==> src/mem_init.hex <==
// One 16-bit word per line for word index 0 to 63
// High byte is the index, low byte its inverse
00FF
01FE
02FD
03FC
04FB
05FA
06F9
07F8
08F7
09F6
0AF5
0BF4
0CF3
0DF2
0EF1
0FF0
10EF
11EE
12ED
13EC
14EB
15EA
16E9
17E8
18E7
19E6
1AE5
1BE4
1CE3
1DE2
1EE1
1FE0
20DF
21DE
22DD
23DC
24DB
25DA
26D9
27D8
28D7
29D6
2AD5
2BD4
2CD3
2DD2
2ED1
2FD0
30CF
31CE
32CD
33CC
34CB
35CA
36C9
37C8
38C7
39C6
3AC5
3BC4
3CC3
3DC2
3EC1
3FC0

==> src/axil_bridge_pkg.sv <==
`default_nettype none

package axil_bridge_pkg;

  // Bus field widths
  typedef logic [7:0] addr_t;
  typedef logic [15:0] data_t;
  typedef logic [3:0] id_t;
  typedef logic [0:0] user_t;
  typedef logic [1:0] resp_t;

  // AXI response codes in use
  localparam resp_t RESP_OKAY = 2'b00;
  localparam resp_t RESP_SLVERR = 2'b10;

  // Read memory contents
  localparam int MEM_WORDS = 64;
  localparam string MEM_FILE = "/design/src/mem_init.hex";

endpackage

`default_nettype wire

==> src/skid_buf.sv <==
`default_nettype none
`timescale 1ns/100ps

module skid_buf #(
  parameter int DATA_WIDTH = 8
) (
  input  wire logic                  clk,
  input  wire logic                  i_reset,
  input  wire logic                  i_valid,
  input  wire logic [DATA_WIDTH-1:0] i_data,
  output logic                       o_ready,
  input  wire logic                  i_ready,
  output logic [DATA_WIDTH-1:0]      o_data,
  output logic                       o_valid
);

  logic                  skid_valid;
  logic [DATA_WIDTH-1:0] skid_data;
  logic                  in_xfer;
  logic                  out_free;

  // Accept while the skid slot is free
  assign o_ready  = !skid_valid;
  assign in_xfer  = i_valid && o_ready;
  // Output slot can take a new item next edge
  assign out_free = !o_valid || i_ready;

  always_ff @(posedge clk) begin
    if (i_reset) begin
      o_valid    <= 1'b0;
      skid_valid <= 1'b0;
    end else if (out_free) begin
      if (skid_valid) begin
        o_valid    <= 1'b1;
        skid_valid <= 1'b0;
      end else begin
        o_valid <= in_xfer;
      end
    end else if (in_xfer) begin
      skid_valid <= 1'b1;
    end
  end

  // Skid item drains first so order is kept
  always_ff @(posedge clk) begin
    if (out_free) begin
      o_data <= skid_valid ? skid_data : i_data;
    end
    if (in_xfer && !out_free) begin
      skid_data <= i_data;
    end
  end

endmodule

`default_nettype wire

==> src/sync_fifo_zl.sv <==
`default_nettype none
`timescale 1ns/100ps

module sync_fifo_zl #(
  parameter int OUTSTANDING_READS_WIDTH = 1,
  parameter int DATA_WIDTH              = 8
) (
  input  wire logic                  clk,
  input  wire logic                  i_reset,
  input  wire logic                  i_w_inc,
  input  wire logic [DATA_WIDTH-1:0] i_w_data,
  output logic                       o_w_full,
  input  wire logic                  i_r_inc,
  output logic [DATA_WIDTH-1:0]      o_r_data,
  output logic                       o_r_empty
);

  localparam int AW    = OUTSTANDING_READS_WIDTH;
  localparam int DEPTH = 1 << AW;

  logic [DATA_WIDTH-1:0] mem [DEPTH];

  // Pointers carry one extra wrap bit
  logic [AW:0] w_ptr;
  logic [AW:0] r_ptr;
  logic        do_write;
  logic        do_read;

  assign o_r_empty = (w_ptr == r_ptr);
  assign o_w_full  = (w_ptr[AW] != r_ptr[AW]) && (w_ptr[AW-1:0] == r_ptr[AW-1:0]);

  assign do_write = i_w_inc && !o_w_full;
  // A pop on an empty queue is allowed when the same cycle writes
  assign do_read  = i_r_inc && (!o_r_empty || do_write);

  // Forward the incoming item when nothing is stored yet
  assign o_r_data = o_r_empty ? i_w_data : mem[r_ptr[AW-1:0]];

  always_ff @(posedge clk) begin
    if (i_reset) begin
      w_ptr <= '0;
      r_ptr <= '0;
    end else begin
      if (do_write) begin
        w_ptr <= w_ptr + 1'b1;
      end
      if (do_read) begin
        r_ptr <= r_ptr + 1'b1;
      end
    end
  end

  always_ff @(posedge clk) begin
    if (do_write) begin
      mem[w_ptr[AW-1:0]] <= i_w_data;
    end
  end

endmodule

`default_nettype wire

==> src/axi_axil_reflect_rd.sv <==
`default_nettype none
`timescale 1ns/100ps

module axi_axil_reflect_rd #(
  parameter int OUTSTANDING_READS_WIDTH = 1
) (
  input  wire logic                  clk,
  input  wire logic                  i_reset,
  input  wire logic                  i_s_axi_arvalid,
  input  wire axil_bridge_pkg::id_t   i_s_axi_arid,
  input  wire axil_bridge_pkg::addr_t i_s_axi_araddr,
  input  wire logic [7:0]            i_s_axi_arlen,
  input  wire logic [2:0]            i_s_axi_arsize,
  input  wire logic [1:0]            i_s_axi_arburst,
  input  wire axil_bridge_pkg::user_t i_s_axi_aruser,
  output logic                       o_s_axi_arready,
  output logic                       o_s_axi_rvalid,
  output axil_bridge_pkg::id_t       o_s_axi_rid,
  output axil_bridge_pkg::data_t     o_s_axi_rdata,
  output axil_bridge_pkg::resp_t     o_s_axi_rresp,
  output axil_bridge_pkg::user_t     o_s_axi_ruser,
  output logic                       o_s_axi_rlast,
  input  wire logic                  i_s_axi_rready,
  output logic                       o_m_axil_arvalid,
  output axil_bridge_pkg::addr_t     o_m_axil_araddr,
  input  wire logic                  i_m_axil_arready,
  input  wire logic                  i_m_axil_rvalid,
  input  wire axil_bridge_pkg::data_t i_m_axil_rdata,
  input  wire axil_bridge_pkg::resp_t i_m_axil_rresp,
  output logic                       o_m_axil_rready
);

  import axil_bridge_pkg::*;

  logic ar_xfer;
  logic r_xfer;
  logic sb_ready;
  logic id_q_full;

  // Room needed in both the address buffer and the ID queue
  assign o_s_axi_arready = sb_ready && !id_q_full;
  assign ar_xfer         = i_s_axi_arvalid && o_s_axi_arready;
  assign r_xfer          = o_s_axi_rvalid && i_s_axi_rready;

  skid_buf #(
    .DATA_WIDTH($bits(addr_t))
  ) u_ar_skid (
    .clk    (clk),
    .i_reset(i_reset),
    .i_valid(ar_xfer),
    .i_data (i_s_axi_araddr),
    .o_ready(sb_ready),
    .i_ready(i_m_axil_arready),
    .o_data (o_m_axil_araddr),
    .o_valid(o_m_axil_arvalid)
  );

  // ID and USER wait here until their return comes back
  sync_fifo_zl #(
    .OUTSTANDING_READS_WIDTH(OUTSTANDING_READS_WIDTH),
    .DATA_WIDTH             ($bits(id_t) + $bits(user_t))
  ) u_id_q (
    .clk      (clk),
    .i_reset  (i_reset),
    .i_w_inc  (ar_xfer),
    .i_w_data ({i_s_axi_arid, i_s_axi_aruser}),
    .o_w_full (id_q_full),
    .i_r_inc  (r_xfer),
    .o_r_data ({o_s_axi_rid, o_s_axi_ruser}),
    .o_r_empty()
  );

  assign o_s_axi_rvalid  = i_m_axil_rvalid;
  assign o_s_axi_rdata   = i_m_axil_rdata;
  assign o_s_axi_rresp   = i_m_axil_rresp;
  assign o_s_axi_rlast   = 1'b1;
  assign o_m_axil_rready = i_s_axi_rready;

endmodule

`default_nettype wire

==> src/axil_rd_mem.sv <==
`default_nettype none
`timescale 1ns/100ps

module axil_rd_mem (
  input  wire logic                  clk,
  input  wire logic                  i_reset,
  input  wire logic                  i_arvalid,
  input  wire axil_bridge_pkg::addr_t i_araddr,
  output logic                       o_arready,
  output logic                       o_rvalid,
  output axil_bridge_pkg::data_t     o_rdata,
  output axil_bridge_pkg::resp_t     o_rresp,
  input  wire logic                  i_rready
);

  import axil_bridge_pkg::*;

  localparam int IDX_W = $clog2(MEM_WORDS);

  data_t            mem [MEM_WORDS];
  logic [IDX_W-1:0] word_idx;
  logic             out_of_range;
  logic             ar_xfer;

  initial begin
    $readmemh(MEM_FILE, mem);
  end

  // Byte address to word index, upper bits select the error region
  assign word_idx     = i_araddr[IDX_W:1];
  assign out_of_range = |(i_araddr >> (IDX_W + 1));

  // New address only once the held return is gone or leaving
  assign o_arready = !o_rvalid || i_rready;
  assign ar_xfer   = i_arvalid && o_arready;

  always_ff @(posedge clk) begin
    if (i_reset) begin
      o_rvalid <= 1'b0;
    end else if (ar_xfer) begin
      o_rvalid <= 1'b1;
    end else if (i_rready) begin
      o_rvalid <= 1'b0;
    end
  end

  always_ff @(posedge clk) begin
    if (ar_xfer) begin
      if (out_of_range) begin
        o_rdata <= '0;
        o_rresp <= RESP_SLVERR;
      end else begin
        o_rdata <= mem[word_idx];
        o_rresp <= RESP_OKAY;
      end
    end
  end

endmodule

`default_nettype wire

==> src/axi_rd_bridge_top.sv <==
`default_nettype none
`timescale 1ns/100ps

module axi_rd_bridge_top #(
  parameter int OUTSTANDING_READS_WIDTH = 2
) (
  input  wire logic                  clk,
  input  wire logic                  i_reset,
  input  wire logic                  i_s_axi_arvalid,
  input  wire axil_bridge_pkg::id_t   i_s_axi_arid,
  input  wire axil_bridge_pkg::addr_t i_s_axi_araddr,
  input  wire logic [7:0]            i_s_axi_arlen,
  input  wire logic [2:0]            i_s_axi_arsize,
  input  wire logic [1:0]            i_s_axi_arburst,
  input  wire axil_bridge_pkg::user_t i_s_axi_aruser,
  output logic                       o_s_axi_arready,
  output logic                       o_s_axi_rvalid,
  output axil_bridge_pkg::id_t       o_s_axi_rid,
  output axil_bridge_pkg::data_t     o_s_axi_rdata,
  output axil_bridge_pkg::resp_t     o_s_axi_rresp,
  output axil_bridge_pkg::user_t     o_s_axi_ruser,
  output logic                       o_s_axi_rlast,
  input  wire logic                  i_s_axi_rready
);

  import axil_bridge_pkg::*;

  // AXI-Lite link between bridge and memory
  logic  axil_arvalid;
  addr_t axil_araddr;
  logic  axil_arready;
  logic  axil_rvalid;
  data_t axil_rdata;
  resp_t axil_rresp;
  logic  axil_rready;

  axi_axil_reflect_rd #(
    .OUTSTANDING_READS_WIDTH(OUTSTANDING_READS_WIDTH)
  ) u_bridge (
    .clk             (clk),
    .i_reset         (i_reset),
    .i_s_axi_arvalid (i_s_axi_arvalid),
    .i_s_axi_arid    (i_s_axi_arid),
    .i_s_axi_araddr  (i_s_axi_araddr),
    .i_s_axi_arlen   (i_s_axi_arlen),
    .i_s_axi_arsize  (i_s_axi_arsize),
    .i_s_axi_arburst (i_s_axi_arburst),
    .i_s_axi_aruser  (i_s_axi_aruser),
    .o_s_axi_arready (o_s_axi_arready),
    .o_s_axi_rvalid  (o_s_axi_rvalid),
    .o_s_axi_rid     (o_s_axi_rid),
    .o_s_axi_rdata   (o_s_axi_rdata),
    .o_s_axi_rresp   (o_s_axi_rresp),
    .o_s_axi_ruser   (o_s_axi_ruser),
    .o_s_axi_rlast   (o_s_axi_rlast),
    .i_s_axi_rready  (i_s_axi_rready),
    .o_m_axil_arvalid(axil_arvalid),
    .o_m_axil_araddr (axil_araddr),
    .i_m_axil_arready(axil_arready),
    .i_m_axil_rvalid (axil_rvalid),
    .i_m_axil_rdata  (axil_rdata),
    .i_m_axil_rresp  (axil_rresp),
    .o_m_axil_rready (axil_rready)
  );

  axil_rd_mem u_mem (
    .clk      (clk),
    .i_reset  (i_reset),
    .i_arvalid(axil_arvalid),
    .i_araddr (axil_araddr),
    .o_arready(axil_arready),
    .o_rvalid (axil_rvalid),
    .o_rdata  (axil_rdata),
    .o_rresp  (axil_rresp),
    .i_rready (axil_rready)
  );

endmodule

`default_nettype wire

==> config.mk <==
export PLATFORM = sky130hd
export DESIGN_NAME = axi_rd_bridge_top
export DESIGN_NICKNAME = d
export VERILOG_FILES = /design/src/axil_bridge_pkg.sv /design/src/skid_buf.sv /design/src/sync_fifo_zl.sv /design/src/axi_axil_reflect_rd.sv /design/src/axil_rd_mem.sv /design/src/axi_rd_bridge_top.sv
export SDC_FILE = /design/constraint.sdc
export NUM_CORES = 1
export LEC_CHECK = 0
export BUFFER_PORTS_ARGS = -buffer_cell sky130_fd_sc_hd__buf_2
export CAP_MARGIN = 20
export CELL_PAD_IN_SITES_DETAIL_PLACEMENT = 0
export CELL_PAD_IN_SITES_GLOBAL_PLACEMENT = 1
export CORE_MARGIN = 5
export CORE_UTILIZATION = 44
export CTS_BUF_LIST = sky130_fd_sc_hd__clkbuf_8
export DETAILED_ROUTE_END_ITERATION = 8
export GPL_TIMING_DRIVEN = 0
export PLACE_DENSITY = 0.9
export SETUP_SLACK_MARGIN = 0.05
export SLEW_MARGIN = 10
export SYNTH_ARGS = -nofsm -noshare
export SYNTH_HDL_FRONTEND = slang
export SYNTH_SLANG_ARGS = --single-unit
==> constraint.sdc <==
create_clock -name clk -period 3.9 [get_ports clk]
set_input_delay 0.195 -clock clk [delete_from_list [all_inputs] [get_ports clk]]
set_output_delay 0.195 -clock clk [all_outputs]
set_load 0.03 [all_outputs]
==> metrics.md <==
| Metric | Value |
|---|---|
| Post-synth ARST share | `0%` |
| Reg2Reg Depth | `3` |
| Clock Skew | `0.0130 ns` |
| Die span in y | `72.3 microns` |
| Critical-path cell list | `clkbuf_1 > mux4_2 > mux2_2 > buf_2` |
| Buffer levels on the longest clock path | `2` |
| Design area | `2050 sq um` |
| Num CTS Buffers | `5` |
| First-pass DRT Iterations | `4` |
| CTS tree | `yes` |
| Synth Cell Area | `1710 sq um` |
| Peak supply drop | `204 uV` |
| Critical path's slowest cell | `mux4_2` |
| Top delay family on crit path | `multiplexers` |
| H-tree Lvls | `2` |
| Post-synth top cells | `23 x edfxtp_1, 19 x buf_4, 11 x dfxtp_1` |
| Pwr Density | `463 nW/um^2` |
| Reg clk slew, reported paths | `0.07 ns` |
| Area grow syn2layout | `20.1%` |
| Rows | `22` |
| Final Wtd Congestion | `0.737` |
| Hold WC Path Type | `in -> reg` |
| Number of global-route vias before repair | `1,090` |
| Initial Util | `45.9%` |
| Crit path kind | `reg -> out` |
| Synth area leaders | `edfxtp_1 40%, dfxtp_1 13%, buf_4 8.4%` |
| Die Wd | `72.3 microns` |
| Count leader, synth | `edfxtp_1` |
| IO Count | `56` |
| Syn_area_per_cell | `13.2 sq um` |
| Max incr delay on CP | `0.57 ns` |
| Setup violators final | `0` |
| First-pass GRT wire length | `5.01 mm` |
| Maximum clock rate | `463 MHz` |
| Post-synthesis sequential area ratio | `53.4%` |
| Pin count of the biggest net entering global routing | `13` |
| Crit end category | `primary output` |
| GRT overflow | `0` |
| Dpl cell area | `1910 sq um` |
| I/O Buffers | `17` |
| CTS Hold Buffers Added | `0` |
| Gr usage total | `13.1%` |
| Synthesized netlist cell count | `129` |
| Die area | `5220 sq um` |
| Final worst path period share | `55.4%` |
| Critical path launch point type | `flop` |
| Clock sinks | `34` |
| Dpl hpwl | `2.30 mm` |
| Fraction of layout cells with a size suffix above 1 | `37.1%` |
| Synth Register Bits | `34` |
| Setup bufs post-CTS | `0` |
| Remaining DRCs | `0` |
| Netlist cell types | `33` |
| Root Driver | `clkbuf_8` |
| CP required | `3.70 ns` |
| Nets | `204` |
| Period minus WS final | `2.16 ns` |
| Core ar. | `3720 sq um` |
| Ant. Diodes | `0` |
| CP max FO | `5` |
| Area leader, netlist | `edfxtp_1` |
| Drt wl/cell | `14.0 microns` |
| Hold Path Depth | `1` |
| Final slew viol count | `0` |
| Initial DRC Count | `111` |
| YS warnings | `0` |
| Initial antenna violation count | `0` |
| Top_reg_cell synth | `edfxtp_1` |
| Max Cap Viol | `0` |
| Levels on crit path | `4` |
| Yosys top cell area share | `40.5%` |
| Status | `finished clean` |
| Vias post-DR | `1,071` |
| Later-pin clock latency in the skew report | `0.30 ns` |
| Hold Violations, Final | `0` |
| Fin Setup TNS | `0 ns` |
| Post-synth EDFFs | `23` |
| Worst Path Buf+Inv | `2` |
| RSZ-0062 raised after global routing | `no` |
| Arrival @ worst endpoint | `1.97 ns` |
| Resized cells post-CTS | `0` |
| Routed WL | `3.06 mm` |
| Leak | `0.000838 uW` |
| Post-route ant nets | `0` |
| Vias per cell | `4.91` |
-- final timing paths --
check | end | slack, ns | start
setup / recovery | o_s_axi_rid[2] | 1.74 | flop
hold / removal | u_bridge.u_ar_skid.skid_data[7]$_DFFE_PP_ | 0.1 | i_s_axi_araddr[7]
setup reg to reg | u_bridge.u_id_q.mem[2][2]$_DFFE_PP_ | 2.28 | u_bridge.u_id_q.w_ptr[1]$_SDFFE_PP0P_
hold reg to reg | u_mem.o_rresp[1]$_DFFE_PP_ | 0.42 | u_bridge.u_ar_skid.o_data[7]$_DFFE_PP_
-- state kept, by name (all words and copies together), names as in the netlist, named ones only --
register	count
u_bridge.u_id_q.mem	20
u_bridge.u_ar_skid.skid_valid	1
u_bridge.u_ar_skid.o_valid	1
u_bridge.u_id_q.r_ptr	3
u_bridge.u_ar_skid.o_data	1
u_bridge.u_ar_skid.skid_data	1
u_mem.o_rvalid	1
u_mem.o_rresp	1
u_bridge.u_id_q.w_ptr	3
-- stage by stage --
| step | total power (uW) | std cells | hold WS, ns | util (%) | setup WS (ns) |
|---|---|---|---|---|---|
| global placement | 566 | 210 | 0.385 | 51.4 | 2.02 |
| finish | 949 | 218 | 0.0968 | 55.2 | 1.74 |
| global route | 988 | 218 | 0.0892 | 55.2 | 1.63 |
| CTS | 956 | 218 | 0.0868 | 55.2 | 1.72 |
| floorplan | 537 | 145 | 0.294 | - | 2.25 |
| detailed placement | 569 | 210 | 0.389 | 51.4 | 2.05 |
-- layout make-up --
| class | count | area (sq um) |
|---|---|---|
| buffer | 20 | 146 |
| clock buffer | 5 | 68.8 |
| clock inverter | 3 | 68.8 |
| fill | 326 | 1670 |
| inverter | 5 | 18.8 |
| multi-input combinational | 86 | 691 |
| sequential | 34 | 911 |
| tap | 48 | 60.1 |
| timing repair buffer | 17 | 85.1 |
-- cell usage in the layout, fill, tap and decap left out, types with 2 or more instances in the layout --
cell type	instances
and2_1	4
buf_2	17
buf_4	19
bufinv_16	2
clkbuf_8	5
conb_1	18
dfxtp_1	11
edfxtp_1	23
ha_1	5
inv_1	5
mux2_2	9
mux2i_1	2
mux4_2	5
nand2_1	7
nand4_1	2
nor2_1	7
nor2b_1	5
nor3_1	2
xnor2_2	2
xor2_1	3
-- where the power goes --
part	internal (uW)	total (uW)	switching (uW)
sequential	402	412	10.1
combinational	57.0	151	93.6
clock	256	387	131
-- cells by family (layout without fill, tap and decap cells) --
family | count (synthesis) | after routing | synth area share [%]
adder cells (fa/ha/maj) | 5 | 5 | 3.67
buffers and inverters | 25 | 50 | 9.68
XOR/XNOR | 6 | 6 | 3.96
flip-flops | 34 | 34 | 53.4
AND/OR/NAND/NOR | 32 | 32 | 9.75
multiplexers | 16 | 16 | 13.7
AO/OA/AOI/OAI | 9 | 9 | 5.43
other | 2 | 18 | 0.440
-- per-layer routing --
layer / vias to the layer above / global-route usage, % / share of wire, %
met5: - / 0 / 0
met4: 0 / 7.10 / 3.0
met3: 10 / 6.37 / 5.8
met2: 36 / 21.0 / 51
met1: 517 / 14.2 / 40
li1: 508 / - / -
-- worst reg2reg max path: cells and delay by family (launching register included) --
| kind | cells | cell delay, ns |
|---|---|---|
| XOR/XNOR | 1 | 0.19 |
| AO/OA/AOI/OAI | 1 | 0.27 |
| flip-flops | 1 | 0.49 |
| AND/OR/NAND/NOR | 1 | 0.35 |
No activity file was read; power rests on OpenSTA's default activity.
